[config.mk]
export PLATFORM = sky130hd
export DESIGN_NAME = radio_ctrl
export DESIGN_NICKNAME = d
export VERILOG_FILES = /design/src/rtl/radio_ctrl_pkg.sv /design/src/rtl/radio_ctrl.sv /design/src/rtl/resp_mux.sv /design/src/rtl/cmd_resp_fsm.sv /design/src/rtl/fan_ctrl.sv /design/src/rtl/tx_keying.sv /design/src/rtl/debounce.sv /design/src/rtl/tick_gen.sv
export SDC_FILE = /design/constraint.sdc
export NUM_CORES = 1
export LEC_CHECK = 0
export ABC_AREA = 0
export BUFFER_PORTS_ARGS = -buffer_cell sky130_fd_sc_hd__clkbuf_2
export CORE_AREA = 2 2 122 124
export CTS_CLUSTER_DIAMETER = 120
export DETAILED_ROUTE_END_ITERATION = 10
export DIE_AREA = 0 0 124 126
export PLACE_DENSITY_LB_ADDON = 0.08
export SLEW_MARGIN = 0
export SYNTH_ARGS = -nofsm -noshare
export SYNTH_HDL_FRONTEND = slang
export SYNTH_SLANG_ARGS = --single-unit
[constraint.sdc]
create_clock -name clk -period 10.77 [get_ports clk]
set_input_delay 1.077 -clock clk [delete_from_list [all_inputs] [get_ports clk]]
set_output_delay 1.077 -clock clk [all_outputs]
set_load 0.01 [all_outputs]
[src/rtl/radio_ctrl_pkg.sv]
package radio_ctrl_pkg;

  localparam int ADC_W  = 12;
  localparam int RESP_W = 40;

  // Fan thresholds as slow-ADC codes of the thermistor channel
  localparam logic [ADC_W-1:0] TEMP_30C = 12'b001111101101;
  localparam logic [ADC_W-1:0] TEMP_35C = 12'b010000101011;
  localparam logic [ADC_W-1:0] TEMP_40C = 12'b010001101011;
  localparam logic [ADC_W-1:0] TEMP_45C = 12'b010010101010;
  localparam logic [ADC_W-1:0] TEMP_50C = 12'b010011101000;
  localparam logic [ADC_W-1:0] TEMP_55C = 12'b010100100111;

  typedef enum logic [5:0] {
    CMD_TX_CTRL = 6'h09,
    CMD_ERROR   = 6'h3F
  } cmd_addr_e;

  typedef struct packed {
    logic [5:0]  addr;
    logic [31:0] data;
    logic        rqst;
    logic        requires_resp;
  } cmd_t;

  typedef struct packed {
    logic        ack;
    logic [31:0] rdata;
  } sub_resp_t;

  typedef struct packed {
    logic [ADC_W-1:0] fwd_pwr;
    logic [ADC_W-1:0] rev_pwr;
    logic [ADC_W-1:0] bias_current;
    logic [ADC_W-1:0] temperature;
  } adc_readings_t;

  typedef struct packed {
    logic envbias;
    logic envop;
    logic exttr;
    logic inttr;
    logic envpa;
    logic rfsw_sel;
  } pa_ctrl_t;

  typedef struct packed {
    logic        valid;
    logic [5:0]  addr;
    logic [31:0] data;
  } cmd_resp_t;

  // Gray-coded along the START to ACK to READ to WAIT read sequence
  typedef enum logic [1:0] {
    RESP_START = 2'b00,
    RESP_ACK   = 2'b01,
    RESP_READ  = 2'b11,
    RESP_WAIT  = 2'b10
  } resp_state_e;

  typedef enum logic [2:0] {
    FAN_OFF       = 3'b000,
    FAN_LOWSPEED  = 3'b001,
    FAN_MEDSPEED  = 3'b011,
    FAN_FULLSPEED = 3'b010,
    FAN_OVERHEAT  = 3'b110
  } fan_state_e;

  typedef enum logic [1:0] {
    SLOT_STATUS   = 2'd0,
    SLOT_TEMP_FWD = 2'd1,
    SLOT_REV_BIAS = 2'd2,
    SLOT_SPARE    = 2'd3
  } resp_slot_e;

endpackage
[src/rtl/radio_ctrl.sv]
`timescale 1ns/1ns

module radio_ctrl #(
  parameter logic [7:0] VERSION_MAJOR   = 8'h00,
  parameter int         QMSEC_RELOAD    = 625,
  parameter int         DEBOUNCE_CYCLES = 16250,
  parameter int         FAN_CNT_W       = 16
) (
  input  logic                              clk,
  input  logic                              slow_adc_rst,
  input  radio_ctrl_pkg::cmd_t              cmd_i,
  input  radio_ctrl_pkg::sub_resp_t         sub_resp_i,
  input  radio_ctrl_pkg::adc_readings_t     adc_i,
  input  logic                              tx_on_i,
  input  logic                              run_i,
  input  logic                              ptt_n_i,
  input  logic                              tx_inhibit_n_i,
  input  logic                              rxclip_i,
  input  logic [7:0]                        dsiq_status_i,
  input  logic                              resp_rqst_i,
  output logic [radio_ctrl_pkg::RESP_W-1:0] resp_o,
  output logic                              dsiq_sample_o,
  output radio_ctrl_pkg::pa_ctrl_t          pa_o,
  output logic                              fan_pwm_o,
  output logic                              qmsec_pulse_o,
  output logic                              msec_pulse_o
);

  logic                      ptt_db;
  logic                      inhibit_db;
  logic                      temp_tx_enable;
  logic                      resp_taken;
  radio_ctrl_pkg::cmd_resp_t pending;

  tick_gen #(
    .QMSEC_RELOAD(QMSEC_RELOAD)
  ) i_tick_gen (
    .clk          (clk),
    .slow_adc_rst (slow_adc_rst),
    .qmsec_pulse_o(qmsec_pulse_o),
    .msec_pulse_o (msec_pulse_o)
  );

  debounce #(
    .DEBOUNCE_CYCLES(DEBOUNCE_CYCLES)
  ) i_debounce_ptt (
    .clk         (clk),
    .slow_adc_rst(slow_adc_rst),
    .pin_n_i     (ptt_n_i),
    .level_o     (ptt_db)
  );

  debounce #(
    .DEBOUNCE_CYCLES(DEBOUNCE_CYCLES)
  ) i_debounce_inhibit (
    .clk         (clk),
    .slow_adc_rst(slow_adc_rst),
    .pin_n_i     (tx_inhibit_n_i),
    .level_o     (inhibit_db)
  );

  tx_keying i_tx_keying (
    .clk             (clk),
    .slow_adc_rst    (slow_adc_rst),
    .cmd_i           (cmd_i),
    .tx_on_i         (tx_on_i),
    .run_i           (run_i),
    .ptt_i           (ptt_db),
    .inhibit_i       (inhibit_db),
    .temp_tx_enable_i(temp_tx_enable),
    .pa_o            (pa_o)
  );

  fan_ctrl #(
    .FAN_CNT_W(FAN_CNT_W)
  ) i_fan_ctrl (
    .clk          (clk),
    .slow_adc_rst (slow_adc_rst),
    .temperature_i(adc_i.temperature),
    .fan_pwm_o    (fan_pwm_o),
    .tx_enable_o  (temp_tx_enable)
  );

  cmd_resp_fsm i_cmd_resp_fsm (
    .clk         (clk),
    .slow_adc_rst(slow_adc_rst),
    .cmd_i       (cmd_i),
    .sub_resp_i  (sub_resp_i),
    .taken_i     (resp_taken),
    .pending_o   (pending)
  );

  resp_mux #(
    .VERSION_MAJOR(VERSION_MAJOR)
  ) i_resp_mux (
    .clk          (clk),
    .slow_adc_rst (slow_adc_rst),
    .resp_rqst_i  (resp_rqst_i),
    .pending_i    (pending),
    .taken_o      (resp_taken),
    .adc_i        (adc_i),
    .ptt_i        (ptt_db),
    .rxclip_i     (rxclip_i),
    .dsiq_status_i(dsiq_status_i),
    .resp_o       (resp_o),
    .dsiq_sample_o(dsiq_sample_o)
  );

endmodule

[src/rtl/resp_mux.sv]
`timescale 1ns/1ns

module resp_mux #(
  parameter logic [7:0] VERSION_MAJOR = 8'h00
) (
  input  logic                              clk,
  input  logic                              slow_adc_rst,
  input  logic                              resp_rqst_i,
  input  radio_ctrl_pkg::cmd_resp_t         pending_i,
  output logic                              taken_o,
  input  radio_ctrl_pkg::adc_readings_t     adc_i,
  input  logic                              ptt_i,
  input  logic                              rxclip_i,
  input  logic [7:0]                        dsiq_status_i,
  output logic [radio_ctrl_pkg::RESP_W-1:0] resp_o,
  output logic                              dsiq_sample_o
);

  radio_ctrl_pkg::resp_slot_e slot;
  logic                       parity;
  logic [1:0]                 clip_cnt;
  logic                       clip_flag;
  logic                       ptt_q;
  logic [31:0]                status_payload;

  assign clip_flag = &clip_cnt;

  // Command responses only go out on even requests
  assign taken_o = resp_rqst_i & pending_i.valid & ~parity;

  always_comb begin
    case (slot)
      radio_ctrl_pkg::SLOT_STATUS: begin
        status_payload = {7'b0001111, clip_flag, 8'h00, dsiq_status_i, VERSION_MAJOR};
      end
      radio_ctrl_pkg::SLOT_TEMP_FWD: begin
        status_payload = {4'h0, adc_i.temperature, 4'h0, adc_i.fwd_pwr};
      end
      radio_ctrl_pkg::SLOT_REV_BIAS: begin
        status_payload = {4'h0, adc_i.rev_pwr, 4'h0, adc_i.bias_current};
      end
      radio_ctrl_pkg::SLOT_SPARE: status_payload = 32'h0;
      default:                    status_payload = 32'h0;
    endcase
  end

  always_ff @(posedge clk) begin
    if (slow_adc_rst) begin
      ptt_q <= 1'b0;
    end else begin
      ptt_q <= ptt_i;
    end
  end

  always_ff @(posedge clk) begin
    if (slow_adc_rst) begin
      parity   <= 1'b0;
      slot     <= radio_ctrl_pkg::SLOT_STATUS;
      clip_cnt <= 2'd0;
      resp_o   <= {8'h00, 8'h1E, 16'h0000, VERSION_MAJOR};
    end else if (resp_rqst_i) begin
      parity   <= ~parity;
      // A slot is skipped when a command response takes its place
      slot     <= radio_ctrl_pkg::resp_slot_e'(slot + 2'd1);
      clip_cnt <= 2'd0;
      if (taken_o) begin
        resp_o <= {1'b1, pending_i.addr, ptt_q, pending_i.data};
      end else begin
        resp_o <= {3'b000, slot, 1'b0, 1'b0, ptt_q, status_payload};
      end
    end else if (!clip_flag) begin
      clip_cnt <= clip_cnt + {1'b0, rxclip_i};
    end
  end

  // Slow ADC sample strobe, once per slot rotation
  always_ff @(posedge clk) begin
    if (slow_adc_rst) begin
      dsiq_sample_o <= 1'b0;
    end else if (resp_rqst_i && (slot == radio_ctrl_pkg::SLOT_TEMP_FWD)) begin
      dsiq_sample_o <= ~dsiq_sample_o;
    end
  end

endmodule

[src/rtl/cmd_resp_fsm.sv]
`timescale 1ns/1ns

module cmd_resp_fsm (
  input  logic                      clk,
  input  logic                      slow_adc_rst,
  input  radio_ctrl_pkg::cmd_t      cmd_i,
  input  radio_ctrl_pkg::sub_resp_t sub_resp_i,
  input  logic                      taken_i,
  output radio_ctrl_pkg::cmd_resp_t pending_o
);

  radio_ctrl_pkg::resp_state_e resp_state;
  radio_ctrl_pkg::resp_state_e resp_state_next;
  logic [5:0]                  resp_addr;
  logic [5:0]                  resp_addr_next;
  logic [31:0]                 resp_data;
  logic [31:0]                 resp_data_next;
  logic                        new_cmd;

  assign new_cmd = cmd_i.rqst & cmd_i.requires_resp;

  always_ff @(posedge clk) begin
    if (slow_adc_rst) begin
      resp_state <= radio_ctrl_pkg::RESP_START;
    end else begin
      resp_state <= resp_state_next;
    end
  end

  always_ff @(posedge clk) begin
    resp_addr <= resp_addr_next;
    resp_data <= resp_data_next;
  end

  always_comb begin
    resp_state_next = resp_state;
    resp_addr_next  = resp_addr;
    resp_data_next  = resp_data;
    case (resp_state)
      radio_ctrl_pkg::RESP_START: begin
        if (new_cmd) begin
          resp_addr_next  = cmd_i.addr;
          resp_data_next  = cmd_i.data;
          resp_state_next = radio_ctrl_pkg::RESP_ACK;
        end
      end
      radio_ctrl_pkg::RESP_ACK: begin
        // Subsystem busy, answer with an error but keep the data
        if (!sub_resp_i.ack) begin
          resp_addr_next  = radio_ctrl_pkg::CMD_ERROR;
          resp_state_next = radio_ctrl_pkg::RESP_WAIT;
        end else begin
          resp_state_next = radio_ctrl_pkg::RESP_READ;
        end
      end
      radio_ctrl_pkg::RESP_READ: begin
        // ack stays low while a read is in flight
        if (!sub_resp_i.ack) begin
          resp_data_next = sub_resp_i.rdata;
        end else begin
          resp_state_next = radio_ctrl_pkg::RESP_WAIT;
        end
      end
      radio_ctrl_pkg::RESP_WAIT: begin
        if (taken_i) begin
          if (new_cmd) begin
            resp_addr_next  = cmd_i.addr;
            resp_data_next  = cmd_i.data;
            resp_state_next = radio_ctrl_pkg::RESP_ACK;
          end else begin
            resp_state_next = radio_ctrl_pkg::RESP_START;
          end
        end
      end
      default: resp_state_next = radio_ctrl_pkg::RESP_START;
    endcase
  end

  assign pending_o.valid = (resp_state == radio_ctrl_pkg::RESP_WAIT);
  assign pending_o.addr  = resp_addr;
  assign pending_o.data  = resp_data;

endmodule

[src/rtl/fan_ctrl.sv]
`timescale 1ns/1ns

module fan_ctrl #(
  parameter int FAN_CNT_W = 16
) (
  input  logic                             clk,
  input  logic                             slow_adc_rst,
  input  logic [radio_ctrl_pkg::ADC_W-1:0] temperature_i,
  output logic                             fan_pwm_o,
  output logic                             tx_enable_o
);

  radio_ctrl_pkg::fan_state_e fan_state;
  radio_ctrl_pkg::fan_state_e fan_state_next;
  logic [FAN_CNT_W-1:0]       fan_cnt;

  // Free-running duty counter
  always_ff @(posedge clk) begin
    if (slow_adc_rst) begin
      fan_cnt <= '0;
    end else begin
      fan_cnt <= fan_cnt + 1'b1;
    end
  end

  always_ff @(posedge clk) begin
    if (slow_adc_rst) begin
      fan_state <= radio_ctrl_pkg::FAN_OFF;
    end else begin
      fan_state <= fan_state_next;
    end
  end

  // Hysteresis ladder, one step per cycle at most
  always_comb begin
    fan_state_next = fan_state;
    case (fan_state)
      radio_ctrl_pkg::FAN_OFF: begin
        if (temperature_i > radio_ctrl_pkg::TEMP_35C) begin
          fan_state_next = radio_ctrl_pkg::FAN_LOWSPEED;
        end
      end
      radio_ctrl_pkg::FAN_LOWSPEED: begin
        if (temperature_i > radio_ctrl_pkg::TEMP_40C) begin
          fan_state_next = radio_ctrl_pkg::FAN_MEDSPEED;
        end else if (temperature_i < radio_ctrl_pkg::TEMP_30C) begin
          fan_state_next = radio_ctrl_pkg::FAN_OFF;
        end
      end
      radio_ctrl_pkg::FAN_MEDSPEED: begin
        if (temperature_i > radio_ctrl_pkg::TEMP_45C) begin
          fan_state_next = radio_ctrl_pkg::FAN_FULLSPEED;
        end else if (temperature_i < radio_ctrl_pkg::TEMP_35C) begin
          fan_state_next = radio_ctrl_pkg::FAN_LOWSPEED;
        end
      end
      radio_ctrl_pkg::FAN_FULLSPEED: begin
        if (temperature_i > radio_ctrl_pkg::TEMP_55C) begin
          fan_state_next = radio_ctrl_pkg::FAN_OVERHEAT;
        end else if (temperature_i < radio_ctrl_pkg::TEMP_40C) begin
          fan_state_next = radio_ctrl_pkg::FAN_MEDSPEED;
        end
      end
      radio_ctrl_pkg::FAN_OVERHEAT: begin
        if (temperature_i < radio_ctrl_pkg::TEMP_50C) begin
          fan_state_next = radio_ctrl_pkg::FAN_FULLSPEED;
        end
      end
      default: fan_state_next = radio_ctrl_pkg::FAN_OFF;
    endcase
  end

  always_comb begin
    case (fan_state)
      radio_ctrl_pkg::FAN_LOWSPEED:  fan_pwm_o = fan_cnt[FAN_CNT_W-1];
      // Top two bits give three quarters on
      radio_ctrl_pkg::FAN_MEDSPEED:  fan_pwm_o = fan_cnt[FAN_CNT_W-1] | fan_cnt[FAN_CNT_W-2];
      radio_ctrl_pkg::FAN_FULLSPEED: fan_pwm_o = 1'b1;
      radio_ctrl_pkg::FAN_OVERHEAT:  fan_pwm_o = 1'b1;
      default:                       fan_pwm_o = 1'b0;
    endcase
  end

  assign tx_enable_o = (fan_state != radio_ctrl_pkg::FAN_OVERHEAT);

endmodule

[src/rtl/tx_keying.sv]
`timescale 1ns/1ns

module tx_keying (
  input  logic                     clk,
  input  logic                     slow_adc_rst,
  input  radio_ctrl_pkg::cmd_t     cmd_i,
  input  logic                     tx_on_i,
  input  logic                     run_i,
  input  logic                     ptt_i,
  input  logic                     inhibit_i,
  input  logic                     temp_tx_enable_i,
  output radio_ctrl_pkg::pa_ctrl_t pa_o
);

  logic vna;
  logic pa_enable;
  logic tr_disable;
  logic tx_active;

  // Transmit control register
  always_ff @(posedge clk) begin
    if (slow_adc_rst) begin
      vna        <= 1'b0;
      pa_enable  <= 1'b0;
      tr_disable <= 1'b0;
    end else if (cmd_i.rqst && (cmd_i.addr == radio_ctrl_pkg::CMD_TX_CTRL)) begin
      vna        <= cmd_i.data[23];
      pa_enable  <= cmd_i.data[19];
      tr_disable <= cmd_i.data[18];
    end
  end

  // Host or front-panel request, gated by every inhibit source
  assign tx_active = (tx_on_i | ptt_i) & ~inhibit_i & run_i & temp_tx_enable_i;

  always_comb begin
    pa_o.envop    = tx_active;
    pa_o.exttr    = tx_active;
    pa_o.envbias  = tx_active & ~vna & pa_enable;
    pa_o.envpa    = tx_active & ~vna & pa_enable;
    // Internal T/R relay still switches without the PA unless disabled
    pa_o.inttr    = tx_active & ~vna & (pa_enable | ~tr_disable);
    pa_o.rfsw_sel = ~vna & pa_enable;
  end

endmodule

[src/rtl/debounce.sv]
`timescale 1ns/1ns

module debounce #(
  parameter int DEBOUNCE_CYCLES = 16250
) (
  input  logic clk,
  input  logic slow_adc_rst,
  input  logic pin_n_i,
  output logic level_o
);

  localparam int CNT_W = $clog2(DEBOUNCE_CYCLES + 1);

  logic             pin_level;
  logic [CNT_W-1:0] stable_cnt;

  // Pins are active low at the connector
  assign pin_level = ~pin_n_i;

  always_ff @(posedge clk) begin
    if (slow_adc_rst) begin
      stable_cnt <= '0;
      level_o    <= 1'b0;
    end else if (pin_level == level_o) begin
      // Any bounce back restarts the count
      stable_cnt <= '0;
    end else if (stable_cnt == CNT_W'(DEBOUNCE_CYCLES - 1)) begin
      stable_cnt <= '0;
      level_o    <= pin_level;
    end else begin
      stable_cnt <= stable_cnt + 1'b1;
    end
  end

endmodule

[src/rtl/tick_gen.sv]
`timescale 1ns/1ns

module tick_gen #(
  parameter int QMSEC_RELOAD = 625
) (
  input  logic clk,
  input  logic slow_adc_rst,
  output logic qmsec_pulse_o,
  output logic msec_pulse_o
);

  localparam int CNT_W = $clog2(QMSEC_RELOAD + 1);

  logic [CNT_W-1:0] qmsec_cnt;
  logic [1:0]       msec_cnt;
  logic             qmsec_wrap;

  assign qmsec_wrap = (qmsec_cnt == '0);

  // Down-counter, one pulse per reload
  always_ff @(posedge clk) begin
    if (slow_adc_rst) begin
      qmsec_cnt     <= CNT_W'(QMSEC_RELOAD);
      qmsec_pulse_o <= 1'b0;
    end else if (qmsec_wrap) begin
      qmsec_cnt     <= CNT_W'(QMSEC_RELOAD);
      qmsec_pulse_o <= 1'b1;
    end else begin
      qmsec_cnt     <= qmsec_cnt - 1'b1;
      qmsec_pulse_o <= 1'b0;
    end
  end

  // Every fourth quarter tick, first one included in the count
  always_ff @(posedge clk) begin
    if (slow_adc_rst) begin
      msec_cnt     <= 2'd0;
      msec_pulse_o <= 1'b0;
    end else begin
      msec_pulse_o <= qmsec_wrap & (&msec_cnt);
      if (qmsec_wrap) begin
        msec_cnt <= msec_cnt + 2'd1;
      end
    end
  end

endmodule

==> run metrics <==
status finished, final reports clean; CP cell instances clkbuf_2 -> nand2b_1 -> or3b_1 -> o21ai_0 -> a21oi_1 -> a211o_1; GRT overflow 0; worst-case clock buffer depth 2; syn avg cell area 9.65 um2; Area Growth Syn to Fin 22.1%; post-route ant nets 0; crit path launch resp_rqst_i; RR Endpoint i_resp_mux.resp_o[2]; insertion delay to the later sink of the worst-skew pair 0.42 ns; commonest non-fill, non-tap cell in the layout clkbuf_2; total clock sinks 153; Final Worst Setup Slack 7.68 ns; Row Count 44; endpoints failing setup 0; Fin Setup TNS 0 ns; first-pass GRT wire length 27700 um; Syn Inst Count 730; commonest cells after routing, fill and taps aside 186 x clkbuf_2, 115 x dfxtp_1, 107 x nor2_1; Clock Pin Slew Worst Setup and Hold Paths 0.06 ns; cell accounting for the most synthesized area dfxtp_1; max cap viols 0; met3 wire len 973 um; largest net degree at the start of global routing 80; top cells by area, synth dfxtp_1 33%, edfxtp_1 16%, nor2_1 5.8%, mux2_2 5.1%, nand2_1 3.5%; Hold Path End i_fan_ctrl.fan_cnt[0]; Crit path max-delay family simple AND/OR/NAND/NOR gates; Final Skew 0.00859 ns; DIE WIDTH 124 um; Synth Area in Compound Gates 12.8%; Synth cell types 63; VDD IR max 0.114 mV; Hold Crit Depth 1; Max Freq 0.324 GHz; post-route DRC violation count 0; GPL Wtd Cong 0.841; Max stage delay on crit path 0.74 ns; Wirelength per Cell 16.0 um; RSZ-0062 raised after global routing false; Setup CP Type in -> reg; CP required 11.08 ns; Main synth FF type dfxtp_1; fraction of registers with async set/reset 0%; H-tree levels 4; period utilization 28.7%; hpwl dp 12400 um; nets@finish 1039; Startpoint Class input port; initial core utilization 49.2%; Detailed Routing Iterations Pass 1 4; main combinational cell family by area after synthesis simple AND/OR/NAND/NOR gates; CP Capture Type flop; EDFF count, synth 38; Critical R2R Launch i_resp_mux.slot[0]; Root Buffer clkbuf_16; Worst slew margin 27.2%; Die H 126 um; Slew Viols, Final 0; Yosys reg bits 153; Placeable Area 0.0143 mm2; FF-to-FF setup slack 8.58 ns; WL met1 7410 um; Ys Warns 0; Top Metal Used met4; routed wl met2 8740 um; PwrDens 162 mW/mm2; IO Port Bufs 186; via-per-instance ratio 5.43; Post-Syn Area 0.00704 mm2; Worst-Margin Slew 1.09 ns; Leak Pwr 3.49 nW; post-synthesis mux area share 6.11%; # Post-CTS Setup Buffers 0; share of the synthesized area in the top cell type 32.7%; IO Count 187; Hold WS 0.441 ns; slowest CP cell clkbuf_2; syn_nets 878; DRT Wirelength 17400 um; arrival time at the worst endpoint 3.39 ns; DR vias 5912; vias in the first global route 5737; CTS tree done; layout cells sized above 1 29.2%; Num CTS Buffers 17; die area 0.0156 mm2; post-layout util 60.1%; Post-Synth Adder-Cell Area 1.95%; Synth Area in XOR/XNOR 5.97%; Reg2Reg Depth 5; DR iter-0 viols 332; Seq/Total Area, Yosys 48.9%; Total Routing Usage GR 22.7%; Final min period 3.09 ns; Synth Area in Simple Gates 20.4%; min-delay src i_fan_ctrl.fan_cnt[0]; CP max FO 48; initial antenna violation count 0; Final Hold Viols 0; Worst Hold Class reg -> reg; CTS resizes 0; Hold Buf Count CTS 0; DP Worst Slack 7.26 ns; Worst Path Buf+Inv 1; ant diodes 0
==> cells in the mapped netlist (2+ instances only) <==
library cell	instances
edfxtp_1	38
a31oi_1	3
inv_1	17
o211ai_1	4
xor2_1	23
nand3_1	26
buf_4	4
a211o_1	3
and3_1	7
nand4_1	10
ha_1	11
nor4b_1	2
and2_1	3
and4_1	2
xnor2_1	25
a221oi_1	17
nand2_1	65
o2111ai_1	2
a21oi_1	16
a311oi_1	9
clkbuf_1	27
a22oi_1	15
nand3b_1	2
and3_4	3
nor2_1	108
nand2b_1	3
buf_2	9
a22o_1	17
nor2b_1	11
mux2_2	32
mux2i_1	7
dfxtp_1	115
a32oi_1	3
nor3_1	25
or3_1	4
a211oi_1	7
o21ai_0	17
buf_1	6
nor4_1	5
or3b_1	2
nand4b_1	2
and4b_1	2
==> power by group <==
| group | internal (mW) | switching (mW) |
|---|---|---|
| Combinational | 0.0761 | 0.0954 |
| Clock | 0.346 | 0.229 |
| Sequential | 0.622 | 0.0241 |
| Total | 1.04 | 0.349 |
==> how the worst max path moves through the flow <==
stage,end,cells after the start
final,i_resp_mux.resp_o[26],6
after global routing,i_resp_mux.resp_o[25],6
after CTS,i_resp_mux.resp_o[26],6
after detailed placement,i_resp_mux.resp_o[27],6
after global placement,i_resp_mux.resp_o[25],6
after floorplan,i_cmd_resp_fsm.resp_data[0],1
==> logic make-up after synthesis <==
group	count (synthesis)
and+or+nand+nor	293
DFF	153
AOI/OAI and AO/OA	122
buffers and inverters	64
muxes	39
adders and majority gates	11
xor gates and xnor gates	48
==> state kept, by name (all words and copies together) (netlist names), 2 cells and up <==
name / flops
i_cmd_resp_fsm.resp_addr: 6
i_cmd_resp_fsm.resp_data: 32
i_cmd_resp_fsm.resp_state: 2
i_debounce_inhibit.stable_cnt: 14
i_debounce_ptt.stable_cnt: 14
i_fan_ctrl.fan_cnt: 16
i_fan_ctrl.fan_state: 3
i_resp_mux.clip_cnt: 2
i_resp_mux.resp_o: 40
i_resp_mux.slot: 2
i_tick_gen.msec_cnt: 2
i_tick_gen.qmsec_cnt: 10
==> layout make-up <==
| cell class | instances | area (um2) |
|---|---|---|
| clock buffers | 20 | 447 |
| flip-flops and latches | 153 | 3440 |
| clock inverters | 12 | 126 |
| multi-input cells | 513 | 3340 |
| well taps | 184 | 230 |
| fillers | 1245 | 5710 |
| inverters | 17 | 63.8 |
| repair buffers | 189 | 953 |
==> through the flow <==
stage	instances	total power, mW	instance area (um2)
after floorplan	730	0.759	7040
after global placement	1056	0.823	8030
after detailed placement	1056	0.829	8030
after CTS	1088	1.41	8600
after global routing	1088	1.45	8600
final	1088	1.39	8600
==> metal layers <==
layer	track usage, %	vias to the layer above
li1	-	2934
met3	5.62	17
met1	28.3	2781
met2	38.4	180
met4	7.07	0
met5	0	-
Power figures use the tool's default switching activity.
